`src/hdl/core_pkg.sv`:
```
package core_pkg;

  // --------------------------------------------------
  // Widths
  // --------------------------------------------------
  localparam int unsigned XLEN       = 32;
  localparam int unsigned REG_ADDR_W = 5;
  localparam int unsigned NR_REGS    = 32;
  localparam int unsigned CSR_ADDR_W = 12;

  // Operations the decoder can produce
  typedef enum logic [2:0] {
    OP_ADD     = 3'd0,
    OP_SUB     = 3'd1,
    OP_XOR     = 3'd2,
    OP_ADDI    = 3'd3,
    OP_CSRRW   = 3'd4,
    OP_CSRRS   = 3'd5,
    OP_ECALL   = 3'd6,
    OP_ILLEGAL = 3'd7
  } op_e;

  // --------------------------------------------------
  // Instruction fields
  // --------------------------------------------------
  localparam logic [6:0] OPC_OP     = 7'h33;
  localparam logic [6:0] OPC_OP_IMM = 7'h13;
  localparam logic [6:0] OPC_SYSTEM = 7'h73;

  localparam logic [2:0] F3_ADD_SUB = 3'b000;
  localparam logic [2:0] F3_XOR     = 3'b100;
  localparam logic [2:0] F3_ADDI    = 3'b000;
  localparam logic [2:0] F3_PRIV    = 3'b000;
  localparam logic [2:0] F3_CSRRW   = 3'b001;
  localparam logic [2:0] F3_CSRRS   = 3'b010;

  localparam logic [6:0] F7_BASE    = 7'h00;
  localparam logic [6:0] F7_SUB     = 7'h20;

  // --------------------------------------------------
  // Machine CSRs and trap causes
  // --------------------------------------------------
  localparam logic [CSR_ADDR_W-1:0] CSR_MTVEC    = 12'h305;
  localparam logic [CSR_ADDR_W-1:0] CSR_MSCRATCH = 12'h340;
  localparam logic [CSR_ADDR_W-1:0] CSR_MEPC     = 12'h341;
  localparam logic [CSR_ADDR_W-1:0] CSR_MCAUSE   = 12'h342;
  localparam logic [CSR_ADDR_W-1:0] CSR_MINSTRET = 12'hB02;

  localparam logic [XLEN-1:0] CAUSE_ILLEGAL_INSTR = 32'd2;
  localparam logic [XLEN-1:0] CAUSE_ECALL_M       = 32'd11;

endpackage

```
`src/hdl/regfile.sv`:
```
`timescale 1ns/1ps

module regfile (
  input  logic                            clk_i,
  input  logic                            rst_ni,
  input  logic [core_pkg::REG_ADDR_W-1:0] raddr_a_i,
  input  logic [core_pkg::REG_ADDR_W-1:0] raddr_b_i,
  input  logic                            we_i,
  input  logic [core_pkg::REG_ADDR_W-1:0] waddr_i,
  input  logic [core_pkg::XLEN-1:0]       wdata_i,
  output logic [core_pkg::XLEN-1:0]       rdata_a_o,
  output logic [core_pkg::XLEN-1:0]       rdata_b_o
);

  // x0 has no storage
  logic [core_pkg::XLEN-1:0] regs_q [1:core_pkg::NR_REGS-1];

  always_ff @(posedge clk_i or negedge rst_ni) begin
    if (!rst_ni) begin
      for (int i = 1; i < core_pkg::NR_REGS; i++) begin
        regs_q[i] <= '0;
      end
    end else if (we_i && waddr_i != '0) begin
      regs_q[waddr_i] <= wdata_i;
    end
  end

  assign rdata_a_o = (raddr_a_i == '0) ? '0 : regs_q[raddr_a_i];
  assign rdata_b_o = (raddr_b_i == '0) ? '0 : regs_q[raddr_b_i];

endmodule

```
`src/hdl/csr_regfile.sv`:
```
`timescale 1ns/1ps

module csr_regfile (
  input  logic                            clk_i,
  input  logic                            rst_ni,
  input  logic                            csr_req_i,
  input  core_pkg::op_e                   csr_op_i,
  input  logic [core_pkg::CSR_ADDR_W-1:0] csr_addr_i,
  input  logic [core_pkg::XLEN-1:0]       csr_wdata_i,
  input  logic                            retire_i,
  input  logic                            trap_req_i,
  input  logic [core_pkg::XLEN-1:0]       trap_pc_i,
  input  logic [core_pkg::XLEN-1:0]       trap_cause_i,
  output logic [core_pkg::XLEN-1:0]       csr_rdata_o,
  output logic                            csr_illegal_o,
  output logic [core_pkg::XLEN-1:0]       mtvec_o
);

  logic [core_pkg::XLEN-1:0] mscratch_q;
  logic [core_pkg::XLEN-1:0] mtvec_q;
  logic [core_pkg::XLEN-1:0] mepc_q;
  logic [core_pkg::XLEN-1:0] mcause_q;
  logic [core_pkg::XLEN-1:0] minstret_q;
  logic                      known;
  logic                      wr_attempt;
  logic                      csr_we;
  logic [core_pkg::XLEN-1:0] wr_val;

  // Read mux, returns the value before this access
  always_comb begin
    known = 1'b1;
    case (csr_addr_i)
      core_pkg::CSR_MSCRATCH: csr_rdata_o = mscratch_q;
      core_pkg::CSR_MTVEC:    csr_rdata_o = mtvec_q;
      core_pkg::CSR_MEPC:     csr_rdata_o = mepc_q;
      core_pkg::CSR_MCAUSE:   csr_rdata_o = mcause_q;
      core_pkg::CSR_MINSTRET: csr_rdata_o = minstret_q;
      default: begin
        csr_rdata_o = '0;
        known       = 1'b0;
      end
    endcase
  end

  // CSRRS from x0 carries a zero operand and only reads
  assign wr_attempt = (csr_op_i == core_pkg::OP_CSRRW) |
                      (csr_op_i == core_pkg::OP_CSRRS && csr_wdata_i != '0);

  // minstret is read-only here
  assign csr_illegal_o = csr_req_i &
                         (~known | (wr_attempt & (csr_addr_i == core_pkg::CSR_MINSTRET)));

  assign csr_we  = csr_req_i & ~csr_illegal_o & wr_attempt;
  assign wr_val  = (csr_op_i == core_pkg::OP_CSRRW) ? csr_wdata_i : (csr_rdata_o | csr_wdata_i);
  assign mtvec_o = mtvec_q;

  always_ff @(posedge clk_i or negedge rst_ni) begin
    if (!rst_ni) begin
      mscratch_q <= '0;
      mtvec_q    <= '0;
      mepc_q     <= '0;
      mcause_q   <= '0;
      minstret_q <= '0;
    end else begin
      if (csr_we) begin
        case (csr_addr_i)
          core_pkg::CSR_MSCRATCH: mscratch_q <= wr_val;
          core_pkg::CSR_MTVEC:    mtvec_q    <= wr_val;
          core_pkg::CSR_MEPC:     mepc_q     <= wr_val;
          core_pkg::CSR_MCAUSE:   mcause_q   <= wr_val;
          default: ;
        endcase
      end
      // Trap capture
      if (trap_req_i) begin
        mepc_q   <= trap_pc_i;
        mcause_q <= trap_cause_i;
      end
      if (retire_i) begin
        minstret_q <= minstret_q + 1'b1;
      end
    end
  end

endmodule

```
`src/hdl/id_stage.sv`:
```
`timescale 1ns/1ps

module id_stage (
  input  logic                            clk_i,
  input  logic                            rst_ni,
  input  logic                            fetch_valid_i,
  input  logic [core_pkg::XLEN-1:0]       fetch_pc_i,
  input  logic [core_pkg::XLEN-1:0]       fetch_instr_i,
  input  logic                            trap_stall_i,
  output logic                            fetch_ready_o,
  output logic                            dec_valid_o,
  output core_pkg::op_e                   dec_op_o,
  output logic [core_pkg::XLEN-1:0]       dec_pc_o,
  output logic [core_pkg::XLEN-1:0]       dec_instr_o,
  output logic [core_pkg::REG_ADDR_W-1:0] dec_rd_o,
  output logic [core_pkg::REG_ADDR_W-1:0] dec_rs1_o,
  output logic [core_pkg::REG_ADDR_W-1:0] dec_rs2_o,
  output logic [core_pkg::XLEN-1:0]       dec_imm_o,
  output logic [core_pkg::CSR_ADDR_W-1:0] dec_csr_addr_o
);

  logic [6:0]    opcode;
  logic [2:0]    funct3;
  logic [6:0]    funct7;
  logic          accept;
  core_pkg::op_e op_d;

  assign opcode = fetch_instr_i[6:0];
  assign funct3 = fetch_instr_i[14:12];
  assign funct7 = fetch_instr_i[31:25];

  // Only a trap in execute holds off fetch
  assign fetch_ready_o = ~trap_stall_i;
  assign accept        = fetch_valid_i & fetch_ready_o;

  always_comb begin
    op_d = core_pkg::OP_ILLEGAL;
    case (opcode)
      core_pkg::OPC_OP: begin
        if (funct3 == core_pkg::F3_ADD_SUB && funct7 == core_pkg::F7_BASE) begin
          op_d = core_pkg::OP_ADD;
        end else if (funct3 == core_pkg::F3_ADD_SUB && funct7 == core_pkg::F7_SUB) begin
          op_d = core_pkg::OP_SUB;
        end else if (funct3 == core_pkg::F3_XOR && funct7 == core_pkg::F7_BASE) begin
          op_d = core_pkg::OP_XOR;
        end
      end
      core_pkg::OPC_OP_IMM: begin
        if (funct3 == core_pkg::F3_ADDI) begin
          op_d = core_pkg::OP_ADDI;
        end
      end
      core_pkg::OPC_SYSTEM: begin
        if (funct3 == core_pkg::F3_CSRRW) begin
          op_d = core_pkg::OP_CSRRW;
        end else if (funct3 == core_pkg::F3_CSRRS) begin
          op_d = core_pkg::OP_CSRRS;
        end else if (funct3 == core_pkg::F3_PRIV && fetch_instr_i[31:7] == '0) begin
          // ECALL is the all-zero SYSTEM word
          op_d = core_pkg::OP_ECALL;
        end
      end
      default: op_d = core_pkg::OP_ILLEGAL;
    endcase
  end

  always_ff @(posedge clk_i or negedge rst_ni) begin
    if (!rst_ni) begin
      dec_valid_o <= 1'b0;
    end else begin
      dec_valid_o <= accept;
    end
  end

  // Decoded entry, consumed by execute in the following cycle
  always_ff @(posedge clk_i) begin
    if (accept) begin
      dec_op_o       <= op_d;
      dec_pc_o       <= fetch_pc_i;
      dec_instr_o    <= fetch_instr_i;
      dec_rd_o       <= fetch_instr_i[11:7];
      dec_rs1_o      <= fetch_instr_i[19:15];
      dec_rs2_o      <= fetch_instr_i[24:20];
      dec_imm_o      <= {{(core_pkg::XLEN-12){fetch_instr_i[31]}}, fetch_instr_i[31:20]};
      dec_csr_addr_o <= fetch_instr_i[31:20];
    end
  end

endmodule

```
`src/hdl/ex_commit_stage.sv`:
```
`timescale 1ns/1ps

module ex_commit_stage (
  input  logic                            clk_i,
  input  logic                            rst_ni,
  // Decoded entry
  input  logic                            dec_valid_i,
  input  core_pkg::op_e                   dec_op_i,
  input  logic [core_pkg::XLEN-1:0]       dec_pc_i,
  input  logic [core_pkg::XLEN-1:0]       dec_instr_i,
  input  logic [core_pkg::REG_ADDR_W-1:0] dec_rd_i,
  input  logic [core_pkg::REG_ADDR_W-1:0] dec_rs1_i,
  input  logic [core_pkg::REG_ADDR_W-1:0] dec_rs2_i,
  input  logic [core_pkg::XLEN-1:0]       dec_imm_i,
  input  logic [core_pkg::CSR_ADDR_W-1:0] dec_csr_addr_i,
  // Register file
  input  logic [core_pkg::XLEN-1:0]       rdata_a_i,
  input  logic [core_pkg::XLEN-1:0]       rdata_b_i,
  output logic [core_pkg::REG_ADDR_W-1:0] raddr_a_o,
  output logic [core_pkg::REG_ADDR_W-1:0] raddr_b_o,
  output logic                            rf_we_o,
  output logic [core_pkg::REG_ADDR_W-1:0] rf_waddr_o,
  output logic [core_pkg::XLEN-1:0]       rf_wdata_o,
  // CSR file
  input  logic [core_pkg::XLEN-1:0]       csr_rdata_i,
  input  logic                            csr_illegal_i,
  input  logic [core_pkg::XLEN-1:0]       mtvec_i,
  output logic                            csr_req_o,
  output core_pkg::op_e                   csr_op_o,
  output logic [core_pkg::CSR_ADDR_W-1:0] csr_addr_o,
  output logic [core_pkg::XLEN-1:0]       csr_wdata_o,
  output logic                            retire_o,
  output logic                            trap_req_o,
  output logic [core_pkg::XLEN-1:0]       trap_cause_csr_o,
  // Decode stall
  output logic                            trap_stall_o,
  // Commit and trap trace
  output logic                            commit_valid_o,
  output logic [core_pkg::XLEN-1:0]       commit_pc_o,
  output logic                            commit_we_o,
  output logic [core_pkg::REG_ADDR_W-1:0] commit_waddr_o,
  output logic [core_pkg::XLEN-1:0]       commit_wdata_o,
  output logic                            trap_valid_o,
  output logic [core_pkg::XLEN-1:0]       trap_pc_o,
  output logic [core_pkg::XLEN-1:0]       trap_cause_o,
  output logic [core_pkg::XLEN-1:0]       trap_tval_o,
  output logic [core_pkg::XLEN-1:0]       trap_redirect_o
);

  logic [core_pkg::XLEN-1:0] result;
  logic [core_pkg::XLEN-1:0] tval;
  logic                      is_csr;
  logic                      illegal;
  logic                      trap;

  assign raddr_a_o = dec_rs1_i;
  assign raddr_b_o = dec_rs2_i;

  // --------------------------------------------------
  // ALU
  // --------------------------------------------------
  always_comb begin
    case (dec_op_i)
      core_pkg::OP_ADD:   result = rdata_a_i + rdata_b_i;
      core_pkg::OP_SUB:   result = rdata_a_i - rdata_b_i;
      core_pkg::OP_XOR:   result = rdata_a_i ^ rdata_b_i;
      core_pkg::OP_ADDI:  result = rdata_a_i + dec_imm_i;
      // CSR ops return the old CSR value
      core_pkg::OP_CSRRW: result = csr_rdata_i;
      core_pkg::OP_CSRRS: result = csr_rdata_i;
      default:            result = '0;
    endcase
  end

  // CSR access, operand always comes from rs1
  assign is_csr      = dec_op_i inside {core_pkg::OP_CSRRW, core_pkg::OP_CSRRS};
  assign csr_req_o   = dec_valid_i & is_csr;
  assign csr_op_o    = dec_op_i;
  assign csr_addr_o  = dec_csr_addr_i;
  assign csr_wdata_o = rdata_a_i;

  // --------------------------------------------------
  // Trap decision
  // --------------------------------------------------
  assign illegal = (dec_op_i == core_pkg::OP_ILLEGAL) | (is_csr & csr_illegal_i);
  assign trap    = dec_valid_i & (illegal | (dec_op_i == core_pkg::OP_ECALL));

  assign trap_req_o       = trap;
  assign trap_stall_o     = trap;
  assign trap_cause_csr_o = illegal ? core_pkg::CAUSE_ILLEGAL_INSTR : core_pkg::CAUSE_ECALL_M;
  assign tval             = illegal ? dec_instr_i : '0;

  // Writeback only for non-trapping entries
  assign retire_o   = dec_valid_i & ~trap;
  assign rf_we_o    = retire_o & (dec_rd_i != '0);
  assign rf_waddr_o = dec_rd_i;
  assign rf_wdata_o = result;

  // --------------------------------------------------
  // Commit and trap reports
  // --------------------------------------------------
  always_ff @(posedge clk_i or negedge rst_ni) begin
    if (!rst_ni) begin
      commit_valid_o <= 1'b0;
      trap_valid_o   <= 1'b0;
    end else begin
      commit_valid_o <= retire_o;
      trap_valid_o   <= trap;
    end
  end

  always_ff @(posedge clk_i) begin
    if (retire_o) begin
      commit_pc_o    <= dec_pc_i;
      commit_we_o    <= rf_we_o;
      commit_waddr_o <= dec_rd_i;
      commit_wdata_o <= result;
    end
    if (trap) begin
      trap_pc_o       <= dec_pc_i;
      trap_cause_o    <= trap_cause_csr_o;
      trap_tval_o     <= tval;
      trap_redirect_o <= mtvec_i;
    end
  end

endmodule

```
`src/hdl/core_top.sv`:
```
`timescale 1ns/1ps

module core_top (
  input  logic                            clk_i,
  input  logic                            rst_ni,
  // Fetch entries
  input  logic                            fetch_valid_i,
  input  logic [core_pkg::XLEN-1:0]       fetch_pc_i,
  input  logic [core_pkg::XLEN-1:0]       fetch_instr_i,
  output logic                            fetch_ready_o,
  // Commit trace
  output logic                            commit_valid_o,
  output logic [core_pkg::XLEN-1:0]       commit_pc_o,
  output logic                            commit_we_o,
  output logic [core_pkg::REG_ADDR_W-1:0] commit_waddr_o,
  output logic [core_pkg::XLEN-1:0]       commit_wdata_o,
  // Trap trace
  output logic                            trap_valid_o,
  output logic [core_pkg::XLEN-1:0]       trap_pc_o,
  output logic [core_pkg::XLEN-1:0]       trap_cause_o,
  output logic [core_pkg::XLEN-1:0]       trap_tval_o,
  output logic [core_pkg::XLEN-1:0]       trap_redirect_o
);

  // --------------------------------------------------
  // Decode to execute
  // --------------------------------------------------
  logic                            dec_valid;
  core_pkg::op_e                   dec_op;
  logic [core_pkg::XLEN-1:0]       dec_pc;
  logic [core_pkg::XLEN-1:0]       dec_instr;
  logic [core_pkg::REG_ADDR_W-1:0] dec_rd;
  logic [core_pkg::REG_ADDR_W-1:0] dec_rs1;
  logic [core_pkg::REG_ADDR_W-1:0] dec_rs2;
  logic [core_pkg::XLEN-1:0]       dec_imm;
  logic [core_pkg::CSR_ADDR_W-1:0] dec_csr_addr;
  logic                            trap_stall;

  // Register file
  logic [core_pkg::REG_ADDR_W-1:0] raddr_a;
  logic [core_pkg::REG_ADDR_W-1:0] raddr_b;
  logic [core_pkg::XLEN-1:0]       rdata_a;
  logic [core_pkg::XLEN-1:0]       rdata_b;
  logic                            rf_we;
  logic [core_pkg::REG_ADDR_W-1:0] rf_waddr;
  logic [core_pkg::XLEN-1:0]       rf_wdata;

  // CSR file
  logic                            csr_req;
  core_pkg::op_e                   csr_op;
  logic [core_pkg::CSR_ADDR_W-1:0] csr_addr;
  logic [core_pkg::XLEN-1:0]       csr_wdata;
  logic [core_pkg::XLEN-1:0]       csr_rdata;
  logic                            csr_illegal;
  logic [core_pkg::XLEN-1:0]       mtvec;
  logic                            retire;
  logic                            trap_req;
  logic [core_pkg::XLEN-1:0]       trap_cause;

  id_stage id_stage_i (
    .trap_stall_i   ( trap_stall   ),
    .dec_valid_o    ( dec_valid    ),
    .dec_op_o       ( dec_op       ),
    .dec_pc_o       ( dec_pc       ),
    .dec_instr_o    ( dec_instr    ),
    .dec_rd_o       ( dec_rd       ),
    .dec_rs1_o      ( dec_rs1      ),
    .dec_rs2_o      ( dec_rs2      ),
    .dec_imm_o      ( dec_imm      ),
    .dec_csr_addr_o ( dec_csr_addr ),
    .*
  );

  regfile regfile_i (
    .clk_i,
    .rst_ni,
    .raddr_a_i ( raddr_a  ),
    .raddr_b_i ( raddr_b  ),
    .we_i      ( rf_we    ),
    .waddr_i   ( rf_waddr ),
    .wdata_i   ( rf_wdata ),
    .rdata_a_o ( rdata_a  ),
    .rdata_b_o ( rdata_b  )
  );

  csr_regfile csr_regfile_i (
    .clk_i,
    .rst_ni,
    .csr_req_i     ( csr_req     ),
    .csr_op_i      ( csr_op      ),
    .csr_addr_i    ( csr_addr    ),
    .csr_wdata_i   ( csr_wdata   ),
    .retire_i      ( retire      ),
    .trap_req_i    ( trap_req    ),
    .trap_pc_i     ( dec_pc      ),
    .trap_cause_i  ( trap_cause  ),
    .csr_rdata_o   ( csr_rdata   ),
    .csr_illegal_o ( csr_illegal ),
    .mtvec_o       ( mtvec       )
  );

  // Commit and trap trace ports connect by name
  ex_commit_stage ex_commit_stage_i (
    .dec_valid_i      ( dec_valid    ),
    .dec_op_i         ( dec_op       ),
    .dec_pc_i         ( dec_pc       ),
    .dec_instr_i      ( dec_instr    ),
    .dec_rd_i         ( dec_rd       ),
    .dec_rs1_i        ( dec_rs1      ),
    .dec_rs2_i        ( dec_rs2      ),
    .dec_imm_i        ( dec_imm      ),
    .dec_csr_addr_i   ( dec_csr_addr ),
    .rdata_a_i        ( rdata_a      ),
    .rdata_b_i        ( rdata_b      ),
    .raddr_a_o        ( raddr_a      ),
    .raddr_b_o        ( raddr_b      ),
    .rf_we_o          ( rf_we        ),
    .rf_waddr_o       ( rf_waddr     ),
    .rf_wdata_o       ( rf_wdata     ),
    .csr_rdata_i      ( csr_rdata    ),
    .csr_illegal_i    ( csr_illegal  ),
    .mtvec_i          ( mtvec        ),
    .csr_req_o        ( csr_req      ),
    .csr_op_o         ( csr_op       ),
    .csr_addr_o       ( csr_addr     ),
    .csr_wdata_o      ( csr_wdata    ),
    .retire_o         ( retire       ),
    .trap_req_o       ( trap_req     ),
    .trap_cause_csr_o ( trap_cause   ),
    .trap_stall_o     ( trap_stall   ),
    .*
  );

endmodule

```
`config.mk`:
```
export PLATFORM = sky130hd
export DESIGN_NAME = core_top
export DESIGN_NICKNAME = d
export VERILOG_FILES = /design/src/hdl/core_pkg.sv /design/src/hdl/regfile.sv /design/src/hdl/csr_regfile.sv /design/src/hdl/id_stage.sv /design/src/hdl/ex_commit_stage.sv /design/src/hdl/core_top.sv
export SDC_FILE = /design/constraint.sdc
export NUM_CORES = 2
export LEC_CHECK = 0
export BUFFER_PORTS_ARGS = -buffer_cell sky130_fd_sc_hd__buf_2
export CORE_MARGIN = 8
export CORE_UTILIZATION = 60
export DETAILED_ROUTE_END_ITERATION = 16
export PLACE_DENSITY_LB_ADDON = 0.15
export SYNTH_ARGS = -nofsm -noshare
export SYNTH_HDL_FRONTEND = slang
export SYNTH_SLANG_ARGS = --single-unit
export TNS_END_PERCENT = 10
```
`constraint.sdc`:
```
create_clock -name clk_i -period 17.7 [get_ports clk_i]
set_input_delay 4.425 -clock clk_i [delete_from_list [all_inputs] [get_ports clk_i]]
set_output_delay 4.425 -clock clk_i [all_outputs]
set_load 0.03 [all_outputs]
```
==> impl_results.md <==
- Status: finished clean
- Leading cell types in the layout, fill and taps excluded: dfrtp_1 (1155), mux2_2 (1052), mux4_2 (445), mux2i_1 (277), buf_2 (236)
- Most common cell after layout, fill and taps aside: dfrtp_1
- Switching pwr: 1.669 mW
- Initial Utilization: 60.41%
- DIE AREA: 0.1318 mm²
- Post-place setup slack: 7.272 ns
- Number of library cell types mapped by synthesis: 90
- Count of cells resized by post-cts repair: 0
- Cell occurring most often along the worst timing path: buf_4
- Share of power burned in combinational logic: 6.5%
- Half-perimeter wire length of the detailed placement result: 139.3 mm
- Pins Over Slew Limit: 0
- Post-route DRC: 0
- Ranking of synthesized cells by area: dfrtp_1 (40%), mux2_2 (16%), mux4_2 (14%), edfxtp_1 (9.7%), mux2i_1 (3.8%)
- Number of buffer and inverter stages on the critical path: 5
- Clock insertion delay at the later pin of the skew report: 0.79 ns
- Number of setup buffers added after CTS: 0
- Launch point of the critical path: id_stage_i.dec_rs1_o[1]
- Number of synthesized flops with an enable pin: 234
- Total Routed Length: 229.0 mm
- Worst slew slack as a fraction of its limit: 7.890%
- Fraction of final layout cells with drive strength greater than 1: 41.64%
- Setup repair after global routing missed its margin: no
- Top delay family on crit path: buffers and inverters
- GRT Util Overall: 34.41%
- Cells on worst reg2reg path: 21
- Setup ws final: 6.104 ns
- Synth warnings: 0
- Cell Area, Synth: 0.07228 mm²
- DRT antenna net count: 0
- Number of global-route vias before repair: between 40000 and 50000
- CTS hold repair buffers: 0
- Synth Flop Type: dfrtp_1
- Total CTS buffers: 149
- First DRT Iteration DRCs: 5704
- Critical Setup Path Class: register to primary output
- Floorplan die width: 363.1 µm
- Post-synthesis sequential area ratio: 49.71%
- Cell chain of the critical path: buf_4 > buf_4 > buf_4 > mux2_2 > a22o_1 > mux4_2 > or3_1 > a2111oi_0 > nor4b_2 > nand2_1 > nand2_1 > a31oi_4 > inv_1 > buf_2
- H-tree lvl count: 4
- Final worst-path cycle share: 65.51%
- Switching share of power: 24.17%
- Startpoint of the tightest hold check path: id_stage_i.dec_pc_o[25]
- Static power due to leakage: 36.49 nW
- Clk pwr share: between 40% and 50%
- Slew at the pin closest to its max-slew limit: 1.375 ns
- Y dimension of the die: 363.1 µm
- Proportion of register bits with asynchronous set or reset after synthesis: 83.15%
- Peak clock frequency supported by timing: 0.08624 GHz
- CP Max Fanout: 70
- Maximum buffer depth of the clock tree: 3
- Setup TNS: 0 ns
- Top-Level Pins: ~270
- Power density of the placed cells: slightly below 90 mW/mm²
- Antenna violations before repair: 9
- CP max stage delay: approximately 1.1 ns
- Startpoint of the worst register-to-register path: id_stage_i.dec_imm_o[0]
- Detailed Routing Iterations Pass 1: 9
- Global-route wire length before repair: 334.8 mm
- Area of the multi-input gates: 0.03418 mm²
- Endpoints failing setup: 0
- CTS tree: built
- Number of nets in the layout: 5285
- Cell taking the most area after synthesis: dfrtp_1
- CP Data Arrival Time: about 7 ns
- Master of the slowest instance on the critical path: a2111oi_0
- Period minus WS final: 11.60 ns
- Storage cell area: 0.03593 mm²
- CP Data Required Time: 13.28 ns
- Register ranked first by flip-flop count: regfile_i.regs_q
- Maximum vdd drop: 0.1061 mV
- CTS clk-pin slew, worst paths: 0.06 ns
- Clock Skews: 0.02892 ns
- Number of buffers inserted by port buffering: 237
- Fraction of synthesized cell area taken by the top area cell type: about 40%
- Per-cell routed wire length: 33.08 µm
- Design internal power: 5.235 mW
- Design Power: approximately 6.9 mW
- Average instance area after synthesis: ~14 µm²
- Area of all placed cells without fillers: between 0.07 and 0.08 mm²
- Min-delay worst type: register to register
- Startpoint types: register
- Congestion Overflow GR: 0
- Synth Instances: 5105
- Synthesis-to-layout area growth: 10.17%
- Number of fillers in the final layout: 8704
- Vias after detailed routing: 48940
- Logic depth of the worst setup path including buffers: 14
- Number of instances on the worst hold path: 0
- Final hold violations: 0
- Via density: 7.070
- Routability-driven placement congestion ratio: 0.9418
- Number of standard-cell rows in the floorplan: 127
- Sequential group share of total power: approximately 48%
- Clock root buffer: clkbuf_16
- Core box area: 0.1197 mm²
- Flip-flop count of the largest register, all copies and words added: 992
- Area after detailed placement: 0.07473 mm²
- MaxCap Viol Count: 0
- Pin count of the biggest net entering global routing: between 150 and 200
- Number of flip-flops and latches in the synthesized netlist: 1389
- Number of clock sinks: approximately 1400
- Worst Setup End Kind: primary output
power by group through the flow:
| stage | clock (mW) | combinational, mW | sequential [mW] |
|---|---|---|---|
| 5_1_grt | 3.28 | 0.474 | 3.32 |
| 6_report | 3.13 | 0.450 | 3.32 |
| 3_3_place_gp | 0 | 0.440 | 3.38 |
| 2_1_floorplan | 0 | 0.244 | 3.39 |
| 3_5_place_dp | 0 | 0.444 | 3.38 |
| 4_1_cts | 3.16 | 0.445 | 3.32 |
through the flow:
stage / cells / utilization [%] / hold WS, ns
floorplan: 5133 / - / 0.4410
global placement: 6643 / 62.45 / 0.4510
global route: 6915 / 66.53 / 0.4872
detailed placement: 6643 / 62.45 / 0.4577
finish: 6922 / 66.55 / 0.4705
CTS: 6914 / 66.53 / 0.4699
cells in the mapped netlist (35+ instances only):
cell / n
mux2_1: 57
nand3_1: 66
buf_4: 93
buf_2: 109
edfxtp_1: 234
xnor2_1: 54
a21oi_1: 76
mux2_2: 1052
nand2_1: 226
and2_1: 41
dfrtp_1: 1155
a22oi_1: 102
clkbuf_1: 223
nor2_1: 122
nor3_1: 42
buf_1: 57
mux4_2: 445
mux2i_1: 277
o21ai_0: 101
inv_1: 55
ha_1: 35
cell families (layout without fill, tap and decap cells):
group,count (synthesis),after routing,synth area share (%)
compound gates,550,550,5.410
xor+xnor,88,88,1.085
fa+ha+maj,36,36,0.6336
buf+inv,547,716,3.575
flops,1389,1389,49.71
mux,1831,1831,34.98
other cells,2,38,0.01039
simple gates,662,662,4.596
cell type report:
| class | count | area share [%] |
|---|---|---|
| flip-flops and latches | 1389 | 45.12 |
| multi-input cells | 3197 | 42.92 |
| clock buffers | 209 | 5.454 |
| repair buffers | 386 | 2.985 |
| well taps | 1612 | 2.533 |
| clock inverters | 62 | 0.6788 |
| inverters | 59 | 0.2844 |
| diodes | 8 | 0.02514 |
per-layer routing:
metal  up-vias  wire length, µm  track usage, %
met1     25755            89060           46.78
met5         -                9               0
met2      2884           101900           51.04
met3       635            26480           10.54
met4         2            11540           16.11
li1      19664                -               -
final timing paths:
check                                                         to  slack [ns]
worst min-delay path             ex_commit_stage_i.trap_pc_o[25]        0.47
min in group asynchronous       ex_commit_stage_i.commit_valid_o        3.58
worst max-delay path                               fetch_ready_o        6.10
worst min register to register   ex_commit_stage_i.trap_pc_o[25]        0.47
max in group asynchronous                   regfile_i.regs_q[35]       10.76
worst max register to register              regfile_i.regs_q[94]        7.87
worst register-to-register path, delay by kind of cell (launching register included):
family	cells	cell delay, ns
AOI/OAI and AO/OA	11	2.92
DFF	1	0.86
buffers and inverters	2	1.75
adders and majority gates	1	0.35
muxes	3	1.59
and+or+nand+nor	4	2.24
Note: power is estimated with default switching activity, not from simulation.
